[src/cache_pkg.sv]
package cache_pkg;

  // Sizes
  localparam int word_bits       = 32;
  localparam int words_per_block = 4;
  localparam int offset_bits     = $clog2(words_per_block);    // 2
  localparam int num_sets        = 16;
  localparam int index_bits      = $clog2(num_sets);           // 4
  localparam int num_ways        = 4;
  localparam int way_bits        = $clog2(num_ways);
  localparam int age_bits        = 2;
  localparam int age_oldest      = (1 << age_bits) - 1;        // LRU candidate age
  localparam int tag_bits        = word_bits - index_bits - offset_bits; // 26, word address
  localparam int block_bits      = word_bits * words_per_block; // 128

  typedef logic [word_bits-1:0]   word_t;
  typedef logic [block_bits-1:0]  block_t;
  typedef logic [tag_bits-1:0]    tag_t;
  typedef logic [index_bits-1:0]  index_t;
  typedef logic [offset_bits-1:0] offset_t;
  typedef logic [age_bits-1:0]    age_t;
  typedef logic [num_ways-1:0]    way_mask_t; // One bit per way
  typedef logic [way_bits-1:0]    way_idx_t;

  // Per-line bookkeeping, 30 bits
  typedef struct packed {
    logic valid;
    logic dirty;
    age_t age;   // 0 is most recently used
    tag_t tag;
  } line_meta_t;

  typedef line_meta_t [num_ways-1:0] meta_set_t; // All ways of one set
  typedef block_t [num_ways-1:0]     data_set_t;

  // Word address split as the cache sees it
  typedef struct packed {
    tag_t    tag;
    index_t  index;
    offset_t offset;
  } word_addr_t;

  typedef struct packed {
    tag_t   tag;
    index_t index;
  } blk_addr_t;

  typedef struct packed {
    logic       write; // 1 = store, 0 = load
    word_addr_t addr;
    word_t      wdata;
  } cpu_req_t;

  typedef struct packed {
    word_t rdata;
  } cpu_resp_t;

  typedef struct packed {
    logic      write; // 1 = write-back, 0 = fill
    blk_addr_t addr;
    block_t    block;
  } mem_req_t;

  typedef enum logic [2:0] {
    idle,
    lookup,
    evict,
    allocate,
    update
  } cache_state_t;

endpackage
[src/cache_fsm.sv]
`timescale 1ns/1ps

// Controller sequencing, lookup then optional write-back and fill
module cache_fsm (
  input  logic clk,
  input  logic rst_n,
  input  logic cpu_req_valid,
  output logic cpu_ready,
  input  logic hit,
  input  logic victim_dirty,
  output logic mem_start_write,  // Loads a write-back into the memory port
  output logic mem_start_read,   // Loads a fill request
  input  logic mem_done,
  output logic array_write,
  output logic cpu_resp_valid
);
  import cache_pkg::*;

  cache_state_t state_q;
  cache_state_t state_d;

  always_ff @(posedge clk or negedge rst_n) begin
    if (!rst_n) begin
      state_q <= idle;
    end else begin
      state_q <= state_d;
    end
  end

  always_comb begin
    state_d         = state_q;
    mem_start_write = 1'b0;
    mem_start_read  = 1'b0;
    case (state_q)
      idle: begin
        if (cpu_req_valid) state_d = lookup; // Arrays read on this edge
      end
      lookup: begin
        if (hit) begin
          state_d = update;
        end else if (victim_dirty) begin
          state_d         = evict;
          mem_start_write = 1'b1;
        end else begin
          state_d        = allocate; // Clean or empty victim, straight to fill
          mem_start_read = 1'b1;
        end
      end
      evict: begin
        if (mem_done) begin
          state_d        = allocate;
          mem_start_read = 1'b1;     // Back-to-back with the write-back
        end
      end
      allocate: begin
        if (mem_done) state_d = update; // Fill block captured on this edge
      end
      update: begin
        state_d = idle;
      end
      default: begin
        state_d = idle;
      end
    endcase
  end

  assign cpu_ready      = (state_q == idle);
  assign array_write    = (state_q == update); // Meta and data written together
  assign cpu_resp_valid = (state_q == update);

  assert property (@(posedge clk) disable iff (!rst_n)
    cpu_resp_valid |=> !cpu_resp_valid)
    else $error("cache_fsm: response held longer than one cycle");

  // Memory port may only complete while a transfer is awaited
  assert property (@(posedge clk) disable iff (!rst_n)
    mem_done |-> (state_q inside {evict, allocate}))
    else $error("cache_fsm: memory handshake outside evict/allocate");

endmodule

[config.mk]
export PLATFORM = sky130hd
export DESIGN_NAME = cache_fsm
export DESIGN_NICKNAME = d
export VERILOG_FILES = /design/src/cache_pkg.sv /design/src/cache_fsm.sv
export SDC_FILE = /design/constraint.sdc
export NUM_CORES = 1
export LEC_CHECK = 0
export ABC_AREA = 1
export BUFFER_PORTS_ARGS = -buffer_cell sky130_fd_sc_hd__buf_4
export CORE_AREA = 5 5 42 44
export CTS_CLUSTER_DIAMETER = 80
export DETAILED_ROUTE_END_ITERATION = 10
export DIE_AREA = 0 0 47 49
export PLACE_DENSITY = 0.45
export SLEW_MARGIN = 15
export SYNTH_ARGS = -nofsm -noshare
export SYNTH_HDL_FRONTEND = slang
export SYNTH_SLANG_ARGS = --single-unit
[constraint.sdc]
create_clock -name clk -period 1.4 [get_ports clk]
set_clock_uncertainty 0.2 [all_clocks]
set_input_delay 0 -clock clk [delete_from_list [all_inputs] [get_ports clk]]
set_output_delay 0 -clock clk [all_outputs]
set_load 0.01 [all_outputs]
=== Word level (Yosys, flattened, before mapping) ===
Index checks and enable logic that the tools add are counted.

* Word-level logic and storage cells: 23
* Output and inout bits: 5
* Bits in registers: 3

* Eq/ne operators: 7
* Reductions and logical operators: 2
* Mux-type cells: 13

{| class="wikitable"
|+ Operators with widths
! cell !! count
|-
| 3-bit 2-to-1 mux || 4
|-
| 3-bit case mux with 4 select lines || 1
|-
| 1-bit 2-to-1 mux || 7
|-
| 3-bit by 2-bit == test with 1-bit output (second input constant) || 2
|-
| 2-bit inequality test (second input constant) || 3
|-
| 3-bit by 1-bit == test with 1-bit output (second input constant) || 1
|-
| 3-bit == test (second input constant) || 1
|-
| 3-bit zero test || 1
|-
| 3-bit AND reduction || 1
|-
| 1-bit case mux with 2 select lines || 1
|}

=== Depth between registers and ports, before layout ===
Gate-level depths: netlist of run 1.

* Word-level depth: 3
* Depth in mapped cells: 6

=== Worst setup path after synthesis of run 1 ===
OpenSTA, ideal clock, no wires.

* Kind: register to output
* Start: register state_q[1]
* End: output cpu_resp_valid
* Cell stages (with the launch flop): 3
* Buffers on the path: 1
* Slack: 0.208 ns
* Arrival time: 0.992 ns
* Cells stage by stage: dfrtp_1 > nor3_1 > buf_4

* Cells in the longest elaborated chain, start to end: 1

{| class="wikitable"
|+ RTL lines
! element !! line !! source
|-
| start: declaration || cache_fsm.sv:19 || <nowiki>cache_state_t state_q;</nowiki>
|-
| start signal: assignment || cache_fsm.sv:24 || <nowiki>state_q <= idle;</nowiki>
|-
| start signal: assignment || cache_fsm.sv:26 || <nowiki>state_q <= state_d;</nowiki>
|-
| 3-bit == test || -- ||
|-
| end: declaration || cache_fsm.sv:15 || <nowiki>output logic cpu_resp_valid</nowiki>
|}

No other way between the ends.

=== Final worst setup path of run 1 ===
* Start: register state_q[1]
* End: output mem_start_read

* Cells in the longest elaborated chain, start to end: 2
* Elaborated cells on any way between the ends: 3
* Classes of those cells: 2 x eq/ne; 1 x mux

{| class="wikitable"
|+ RTL lines
! element !! line !! source
|-
| 3-bit by 2-bit == test with 1-bit output or 3-bit by 1-bit == test with 1-bit output (tied branches) || cache_fsm.sv:34 || <nowiki>case (state_q)</nowiki>
|-
| 1-bit case mux with 2 select lines (*) || cache_fsm.sv:34 ||
|-
| end: declaration || cache_fsm.sv:12 || <nowiki>output logic mem_start_read,</nowiki>
|}

Mark *: on every way between the ends. The rest lies on a longest branch, timed or not.

==> results of run 1 <==
stage by stage:
step | util, % | power (W) | TNS (ns) | setup WS, ns
final | 29.64 | 0.0007645 | 0 | 0.08448
after global routing | 29.64 | 0.0008545 | -0.02733 | -0.01686
after CTS | 28.30 | 0.0007354 | 0 | 0.004335
after detailed placement | 22.14 | 0.0005601 | 0 | 0.1710
after global placement | 22.14 | 0.0005648 | 0 | 0.1752
after floorplan | - | 0.0004374 | 0 | 0.2085
layer usage:
layer / GRT usage [%] / part of all wire [%]
met1: 6.858 / 35
met2: 9.502 / 57
met3: 1.107 / 4.9
met4: 5.530 / 2.6
met5: 0 / 0
cell type report:
class	instances	area, sq um
Fill cell	171	985.9
Timing Repair Buffer	18	150.1
Multi-Input combinational cell	20	116.4
Sequential cell	3	76.32
Clock buffer	4	26.28
Inverter	7	26.28
Tap cell	16	20.02
where the power goes:
part	total (W)	switching, W	internal, W
Clock	0.000151	0.0000443	0.000107
Sequential	0.000184	0.0000541	0.000130
Combinational	0.000429	0.000223	0.000206
Total	0.000765	0.000321	0.000443
cells in the final DEF (no fill, tap or decap), drive strengths merged:
| master | synthesis | layout |
|---|---|---|
| nand2 | 5 | 5 |
| nand3b | 1 | 1 |
| a31oi | 1 | 1 |
| dfrtp | 3 | 3 |
| dlygate4sd3 | 0 | 6 |
| nand3 | 4 | 4 |
| nor2 | 5 | 5 |
| o21ai | 2 | 2 |
| clkbuf | 0 | 4 |
| nand4 | 1 | 1 |
| buf | 1 | 12 |
| nor3 | 1 | 1 |
| inv | 7 | 7 |
tightest hold or removal path, cell delays in order, from the launching register on:
cell and delay, ns:
dfrtp_1 0.39, nor2_4 0.06, o21ai_0 0.06, nor2_1 0.05
cells in the mapped netlist:
cell,n
inv_1,4
nand2_1,4
dfrtp_1,3
inv_2,3
nand3_1,3
nor2_1,3
o21ai_0,2
a31oi_1,1
buf_4,1
nand2_2,1
nand3_2,1
nand3b_2,1
nand4_1,1
nor2_2,1
nor2_4,1
nor3_1,1
what timing repair did:
action	CTS	global route
endpoints found under the hold margin	6	0
setup buffers	0	2
hold buffers	6	0
gates resized for setup	0	3
endpoints found under the setup margin	0	4
cells by family (layout without fill, tap and decap cells):
group | after synthesis | after routing | synth area share, %
and+or+nand+nor | 17 | 17 | 43.82
DFF | 3 | 3 | 33.71
AOI/OAI and AO/OA | 3 | 3 | 7.305
buffers and inverters | 8 | 29 | 15.17
final timing paths:
kind	from	to	slack [ns]	depth (start not counted)
hold / removal	state_q[2]	state_q[2]	0.40	3
setup / recovery	state_q[1]	mem_start_read	0.08	4
setup reg to reg	state_q[2]	state_q[0]	0.17	7
max in group asynchronous	rst_n	state_q[1]	0.40	3
hold reg to reg	state_q[2]	state_q[2]	0.40	3
min in group asynchronous	rst_n	state_q[0]	0.44	3
==> metrics.md, run 1 <==
| Metric | Value |
|---|---|
| Share of the synthesized area in the top cell type | 33.71% |
| Area delta synth->final | 86.52% |
| Biggest regs | state_q x3 |
| Gr usage total | under 10% |
| Die area | about 2300 sq um |
| Max VDD drop | 0.0006871 V |
| First-pass GRT wire length | 1007 microns |
| CTS tree | yes |
| Clk_lat worst skew | 0.23 ns |
| Drt drc | 0 |
| Hold_ws | between 0.4 and 0.5 ns |
| Antenna violations before repair | 0 |
| Syn Area/Cell | 7.184 sq um |
| Post-route ant nets | 0 |
| Routability cong. | about 0.65 |
| Power density over cell area | between 1500 and 2000 nW/um^2 |
| Pleak | 0.2204 nW |
| Max-slew violation count | 0 |
| Num CTS Buffers | 3 |
| Post-placement cell count | 56 |
| Fin nets | 59 |
| DPL Wire Length | approximately 420 microns |
| Clock sink count | 3 |
| Initial DRC Count | 1 |
| Status | completed |
| FF+latch count, synth | 3 |
| CP max stage delay | around 0.44 ns |
| DP Area | 310.3 sq um |
| Routed WL | 567 microns |
| Synth unique cells | 16 |
| Fmax | 760.2 MHz |
| CP required | 1.20 ns |
| Yosys warns | 0 |
| Setup crit start kind | flip-flop |
| Vias | 267 |
| Number of global-route vias before repair | 260 |
| Crit path max fanout | 7 |
| Max reg flops | 3 |
| Arr. time, crit path | 1.12 ns |
| Biggest register | state_q |
| ANT cells | 0 |
| Clock transition at the registers of the reported paths | around 0.04 ns |
| Final hold vios | 0 |
| Port buffer count | 10 |
| Detailed Routing Iterations Pass 1 | 2 |
| Final setup vio count | 0 |
| Non-filler cells, final | slightly below 70 |
| Pin count of the biggest net entering global routing | 8 |
| CP bufs+invs | 1 |
| Die height | 49 microns |
| Clock buffer depth | 2 |
| Boundary pin count | 11 |
| Synth area leader | dfrtp_1 |
| # Max-Cap Violations | 0 |
| Setup crit end kind | output pin |
| Sequential area share after synthesis | 33.71% |
| Syn_nets | 37 |
| Slowest cell on the critical path | dfrtp_2 |
| Critical path, cell by cell | nor2_2 -> nand3_2 -> o21ai_1 -> buf_4 |
| Crit path kind | flip-flop to output pin |
| Cell Rows | 14 |
| Slew margin rel. | between 80% and 90% |
| Mapped cell area | roughly 220 sq um |
| Share of cells above drive strength 1 | roughly half |
| Initial Util | 15.89% |
| Die width | 47 microns |
| Worst Max-Slew Pin Slew | 0.2444 ns |
| Worst Hold Class | flip-flop to flip-flop |
| CTS H-tree lvls | 1 |
| Post-synthesis cell count | 31 |
| Fin area | between 400 and 500 sq um |
| Avg Vias per Cell | between 3 and 4 |
| Cell family with most CP delay | flip-flops |
| Final Cycle Share | approximately 94% |
| Grt ovf | 0 |
| Post-layout minimum cycle time | 1.316 ns |
| Synth top area cells | dfrtp_1 34%, nand3_1 6.7%, inv_1 6.7%, nand2_1 6.7%, inv_2 5.1% |
| Per-cell routed wire length | 8.338 microns |
| CTS root buf | clkbuf_4 |
| RSZ-0062 raised after global routing | yes |
| CORE AREA | 1401 sq um |
Power figures use the tool's default switching activity.
==> run 2, diff against run 1 <==
- ABC_AREA: 1 -> 0
- PLACE_DENSITY: 0.45 -> 0.43
==> run 2 against run 1 <==
Setup slack lost 0.083 ns; critical path depth is the same; power shrank 4.1%; clock-buffer cell count is the same; core utilization shrank 1.4 points; clock power is essentially flat; first-iteration DRC count is the same; via count shrank 14%; fmax shrank 6.0%; critical endpoint unchanged.
==> metrics.md, run 2 <==
| Metric | Value |
|---|---|
| Status | completed |
| Synth top area cells | dfrtp_1 38%, buf_4 7.6%, nor2_1 5.7%, mux2i_1 5.1%, nor3_1 5.1% |
| Num CTS Buffers | 3 (unchanged) |
| Max VDD drop | 0.0004963 V (-28%) |
| CTS tree | yes |
| Crit path kind | flip-flop to output pin |
| R2r startpoint | state_q[0] |
| Detailed Routing Iterations Pass 1 | 4 (+2) |
| Power Total | 0.0007331 W (-4.1%) |
| Post-placement cell count | 45 (-20%) |
| CP required | 1.20 ns (about the same) |
| CP max stage delay | 0.39 ns (-0.05 ns) |
| ANT cells | 0 (unchanged) |
| Worst Max-Slew Pin Slew | 0.2594 ns (+0.01503 ns) |
| Max-slew violation count | 0 (unchanged) |
| Die height | 49 microns (unchanged) |
| Final setup vio count | 0 (unchanged) |
| Port buffer count | 10 (unchanged) |
| Crit path max fanout | 4 (-3) |
| Mapped cell area | 196.4 sq um (-12%) |
| Slew margin rel. | 82.71% (-0.88 points) |
| Boundary pin count | 11 (unchanged) |
| HP Start | hit |
| Sequential area share after synthesis | 38.22% (+4.5 points) |
| Ys async rst share | 100.0% (unchanged) |
| Gr usage total | 6.338% (+0.13 points) |
| Synth top cells by count | 3 x dfrtp_1, 3 x nor2_1, 2 x buf_4, 2 x inv_1, 2 x nor3_1 |
| Syn_nets | 27 (-27%) |
| Critical path, cell by cell | and2b_2 -> a32oi_1 -> nor2_1 -> buf_4 |
| Post-layout minimum cycle time | 1.399 ns (+0.08333 ns) |
| Synth unique cells | 14 (-2) |
| Pleak | 0.1832 nW (-17%) |
| Pin count of the biggest net entering global routing | 11 (+3) |
| Hold_ws | 0.06544 ns (-0.3388 ns) |
| Clk_lat worst skew | 0.23 ns (about the same) |
| FF+latch count, synth | 3 (unchanged) |
| Biggest register | state_q |
| Fin nets | 49 (-17%) |
| Yosys warns | 0 (unchanged) |
| Die area | 2303 sq um (unchanged) |
| Hold path depth | 4 (+1) |
| Grt ovf | 0 (unchanged) |
| Avg Vias per Cell | 3.966 (+0.99%) |
| Area delta synth->final | 101.3% |
| Clock buffer depth | 2 (unchanged) |
| Vias | 230 (-14%) |
| Syn Area/Cell | 9.354 sq um (+30%) |
| Hold path endpoint | state_q[1] |
| CTS H-tree lvls | 1 (unchanged) |
| Setup crit end kind | output pin |
| Reg2reg path depth | 3 (-4) |
| Per-cell routed wire length | 9.879 microns (+18%) |
| Clock transition at the registers of the reported paths | 0.04 ns (about the same) |
| Cell Rows | 14 (unchanged) |
| R2r setup slk | 0.12 ns (-0.05 ns) |
| Non-filler cells, final | 58 (-15%) |
| CTS root buf | clkbuf_4 |
| Number of fill cells | 163 (-4.7%) |
| Post-synth EDFFs | 0 (unchanged) |
| Slowest cell on the critical path | dfrtp_1 |
| Share of cells above drive strength 1 | 50.00% (+1.9 points) |
| Share of the synthesized area in the top cell type | 38.22% (+4.5 points) |
| Die width | 47 microns (unchanged) |
| Final Cycle Share | 99.92% (+6.0 points) |
| CORE AREA | 1401 sq um (unchanged) |
| Initial DRC Count | 1 (unchanged) |
| Routed WL | 573 microns (+1.1%) |
| Drt drc | 0 (unchanged) |
| Commonest non-fill, non-tap cells in the layout | 14 x buf_4, 5 x dlygate4sd3_1, 3 x nor2_1, 3 x clkbuf_4 |
| Antenna violations before repair | 0 (unchanged) |
| Most common cell after layout, fill and taps aside | buf_4 |
| Top_reg_cell synth | dfrtp_1 |
| Fmax | 714.9 MHz (-6.0%) |
| Final hold vios | 0 (unchanged) |
| # Max-Cap Violations | 0 (unchanged) |
| Initial Util | 14.02% (-1.9 points) |
| Routability cong. | 0.7455 (+15%) |
| Critical R2R Capture | state_q[0] |
| Worst Hold Class | input pin to flip-flop |
| Post-synthesis cell count | 21 (-32%) |
| Max reg flops | 3 (unchanged) |
| First-pass GRT wire length | 938 microns (-6.9%) |
| Biggest regs | state_q x3 |
| RSZ-0062 raised after global routing | yes |
| Synth area leader | dfrtp_1 |
| Power density over cell area | 1854 nW/um^2 (+0.75%) |
| Post-route ant nets | 0 (unchanged) |
| Clock sink count | 3 (unchanged) |
| Arr. time, crit path | 1.20 ns (+0.08 ns) |
| Setup crit start kind | flip-flop |
| Number of global-route vias before repair | 227 (-13%) |
run 2: cell types whose count changed in the layout (fill, tap and decap cells not counted), moves of 2 or more:
| cell | change |
|---|---|
| nand2_1 | -4 |
| inv_2 | -3 |
| nand3_1 | -3 |
| buf_4 | +2 |
| inv_1 | -2 |
| nor2_2 | -2 |
run 2: cell families (layout without fill, tap and decap cells):
logic type	Yosys count	count (layout)	share of synthesized area (%)
compound gates	4	4	17.20
xor+xnor	1	1	4.459
buf+inv	4	25	11.46
mux	1	1	5.096
flops	3	3	38.22
simple gates	8	8	23.57
run 2: layout make-up:
cell class | instances | area [sq um] | area share, %
timing repair buffer | 19 | 155.1 | 39.24
multi-input combinational | 14 | 110.1 | 27.85
sequential | 3 | 76.32 | 19.30
clock buffer | 4 | 26.28 | 6.646
tap | 16 | 20.02 | 5.063
inverter | 2 | 7.507 | 1.899
run 2: through the flow:
| step | util, % | cell area [sq um] | TNS (ns) | setup slack, ns |
|---|---|---|---|---|
| 2_1_floorplan | - | 196.4 | 0 | 0.1173 |
| 3_3_place_gp | 19.73 | 276.5 | 0 | 0.09698 |
| 3_5_place_dp | 19.73 | 276.5 | 0 | 0.04211 |
| 4_1_cts | 26.61 | 372.9 | -0.003756 | -0.003756 |
| 5_1_grt | 28.21 | 395.4 | -0.2238 | -0.08186 |
| 6_report | 28.21 | 395.4 | 0 | 0.001150 |
run 2: timing repair:
item	in CTS	in global routing
endpoints found under the hold margin	6	0
hold buffers	5	0
cloned	0	0
pin swaps	0	1
gates resized for setup	3	0
endpoints found under the setup margin	4	2
buffers inserted	1	3
run 2: how the worst max path moves through the flow:
stage	from	endpoint	slack [ns]
4_1_cts	state_q[0]	mem_start_read	-0.004
3_5_place_dp	state_q[0]	state_q[0]	0.04
3_3_place_gp	state_q[0]	state_q[0]	0.1
5_1_grt	state_q[0]	mem_start_read	-0.08
2_1_floorplan	state_q[1]	cpu_resp_valid	0.12
6_report	state_q[0]	mem_start_read	0.001
run 2: metal layers:
metal  vias up  GRT usage, %  wire [microns]
li1        118             -               -
met3         0         4.428              75
met5         -             0               0
met1       101         8.132             268
met2        11         6.561             228
met4         0         5.530               0
run 2: where the power goes:
part           switching, W  internal [W]
sequential        0.0000714      0.000131
combinational      0.000151      0.000226
clock             0.0000468      0.000107
total              0.000269      0.000464
run 2: critical path: cells and delay by family, from the launching register on:
family                 cells  cell delay [ns]
buffers and inverters      1             0.15
and+or+nand+nor            2             0.28
DFF                        1             0.39
AOI/OAI and AO/OA          1             0.14
==> run 3, diff against run 2 <==
- CELL_PAD_IN_SITES_DETAIL_PLACEMENT: default -> 1
- CELL_PAD_IN_SITES_GLOBAL_PLACEMENT: default -> 1
- PLACE_DENSITY: 0.43 -> 0.44
- RECOVER_POWER: default -> 50
==> run 3 against run 2 <==
The run now ends with negative setup slack left; register-to-register slack worse by 0.06 ns; sequential share of layout area is 0.76 points higher; first-iteration DRC count stayed put; clock power hardly changed; power is 4.4% lower; combinational power is 13% lower; hold slack better by 0.013 ns; core utilization is 1.1 points lower; critical endpoint unchanged; largest cell class unchanged; largest power group unchanged; highest routed layer is now met4.
==> metrics.md, run 3 (synthesis results as in run 2) <==
| Metric | Value |
|---|---|
| Status | complete, but fails checks |
| Failing checks | negative setup slack |
| Gr usage total | 6.413% (+0.075 points) |
| Final Cycle Share | 103.8% (+3.9 points) |
| Commonest non-fill, non-tap cells in the layout | 11 x buf_4, 5 x dlygate4sd3_1, 4 x clkbuf_4 |
| Port buffer count | 10 (unchanged) |
| CP required | 1.20 ns (about the same) |
| Final hold vios | 0 (unchanged) |
| Area delta synth->final | 93.63% |
| Clock transition at the registers of the reported paths | 0.04 ns (about the same) |
| Critical path, cell by cell | and2b_2 -> a32oi_1 -> nor2_1 -> buf_4 |
| Post-placement cell count | 46 (+2.2%) |
| Psw | 0.0002700 W (+0.46%) |
| ANT cells | 0 (unchanged) |
| Routed WL | 637 microns (+11%) |
| Setup TNS | -0.05376 ns (-0.05376 ns) |
| Per-cell routed wire length | 11.38 microns (+15%) |
| Drt drc | 0 (unchanged) |
| Pleak | 0.1731 nW (-5.5%) |
| Arr. time, crit path | 1.25 ns (+0.05 ns) |
| Combinational share of power | 46.6% (-4.8 points) |
| Clk_lat worst skew | 0.23 ns (about the same) |
| Most common cell after layout, fill and taps aside | buf_4 |
| Clock sink count | 3 (unchanged) |
| CP bufs+invs | 1 (unchanged) |
| CP max stage delay | 0.41 ns (+0.02 ns) |
| Max reg flops | 3 (unchanged) |
| Num CTS Buffers | 3 (unchanged) |
| Initial Util | 14.02% (unchanged) |
| Avg Vias per Cell | 4.232 (+6.7%) |
| Crit path max fanout | 4 (unchanged) |
| Clock share of power | 22.0% (+1.0 points) |
| Post-layout minimum cycle time | 1.454 ns (+0.05491 ns) |
| Worst Max-Slew Pin Slew | 0.2799 ns (+0.02055 ns) |
| Die width | 47 microns (unchanged) |
| CTS root buf | clkbuf_4 |
| Biggest regs | state_q x3 |
| Slew margin rel. | 81.34% (-1.4 points) |
| Biggest register | state_q |
| Fmax | 687.9 MHz (-3.8%) |
| Fin nets | 47 (-4.1%) |
| RSZ-0062 raised after global routing | yes |
| Non-filler cells, final | 56 (-3.4%) |
| CTS H-tree lvls | 1 (unchanged) |
| Final Core Density | 27.14% (-1.1 points) |
| # Max-Cap Violations | 0 (unchanged) |
| Slowest cell on the critical path | dfrtp_1 |
| Crit path kind | flip-flop to output pin |
| Final setup vio count | 1 (+1) |
| Setup crit end kind | output pin |
| Number of global-route vias before repair | 282 (+24%) |
| Antenna violations before repair | 0 (unchanged) |
| DPL Wire Length | 448.2 microns |
| Grt ovf | 0 (unchanged) |
| Cell family with most CP delay | flip-flops |
| CORE AREA | 1401 sq um (unchanged) |
| Share of cells above drive strength 1 | 47.50% (-2.5 points) |
| First-pass GRT wire length | 1055 microns (+12%) |
| Detailed Routing Iterations Pass 1 | 2 (-2) |
| Max VDD drop | 0.0003736 V (-25%) |
| Switch share | 38.51% (+1.9 points) |
| Die height | 49 microns (unchanged) |
| Worst setup margin | -0.05376 ns (-0.05491 ns) |
| Max-slew violation count | 0 (unchanged) |
| Pin count of the biggest net entering global routing | 11 (unchanged) |
| Cell Rows | 14 (unchanged) |
| CTS tree | yes |
| Worst Hold Class | input pin to flip-flop |
| Clock buffer depth | 2 (unchanged) |
| Boundary pin count | 11 (unchanged) |
| Sequential Power Share | 31.4% (+3.7 points) |
| Vias | 237 (+3.0%) |
| Power density over cell area | 1843 nW/um^2 (-0.59%) |
| Post-route ant nets | 0 (unchanged) |
| Initial DRC Count | 1 (unchanged) |
| Routability cong. | 0.7454 (about the same) |
| Internal power | 0.0004311 W (-7.2%) |
| Die area | 2303 sq um (unchanged) |
| Setup crit start kind | flip-flop |
[run 3: timing repair]
| action | CTS | global route |
|---|---|---|
| hold buffers | 5 | 0 |
| resized for setup | 2 | 1 |
| endpoints found under the setup margin | 4 | 5 |
| buffers inserted | 1 | 0 |
| hold endpoints to repair | 6 | 0 |
[run 3: per-stage QoR]
step	hold WS, ns	area, sq um	setup slack [ns]	power [W]
after global placement	-0.4102	284.0	0.06295	0.0004948
after global routing	0.1057	380.4	-0.08514	0.0007502
after detailed placement	-0.4099	284.0	0.03165	0.0005021
after CTS	0.07278	375.4	-0.04724	0.0007016
final	0.07820	380.4	-0.05376	0.0007011
after floorplan	-0.4956	196.4	0.1173	0.0003772
[run 3: final timing paths]
kind,from,to,slack (ns),cells after the start
max,state_q[0],mem_start_read,-0.05,4
min,hit,state_q[1],0.08,4
max reg2reg,state_q[0],state_q[0],0.06,3
min reg2reg,state_q[2],state_q[1],0.39,1
max in group asynchronous,rst_n,state_q[1],0.38,3
min in group asynchronous,rst_n,state_q[1],0.47,3
[run 3: per-layer routing]
layer  wire (microns)  global-route usage, %  up-vias  part of all wire [%]
met3               53                 0.3690        2                   8.3
met1              249                  6.388      111                    39
met4               19                  6.912        0                   3.0
met2              315                  10.41       11                    49
li1                 -                      -      113                     -
met5                0                      0        -                     0
[run 3: worst register-to-register path, stage by stage, from the launching register on]
cell	delay (ns)
dfrtp_1	0.41
and2b_2	0.24
a221oi_1	0.28
a211oi_1	0.08
[run 3: power by group through the flow]
| stage | Clock [W] | Sequential [W] | Combinational, W |
|---|---|---|---|
| floorplan | 0 | 0.000165 | 0.000213 |
| global placement | 0 | 0.000209 | 0.000286 |
| detailed placement | 0 | 0.000213 | 0.000289 |
| CTS | 0.000159 | 0.000216 | 0.000327 |
| global route | 0.000165 | 0.000232 | 0.000354 |
| finish | 0.000154 | 0.000220 | 0.000327 |
[run 3: layout make-up]
| type | count | area [sq um] |
|---|---|---|
| Fill cell | 174 | 1021 |
| Tap cell | 16 | 20.02 |
| Clock buffer | 4 | 26.28 |
| Multi-Input combinational cell | 14 | 110.1 |
| Sequential cell | 3 | 76.32 |
| Inverter | 2 | 7.507 |
| Timing Repair Buffer | 17 | 140.1 |
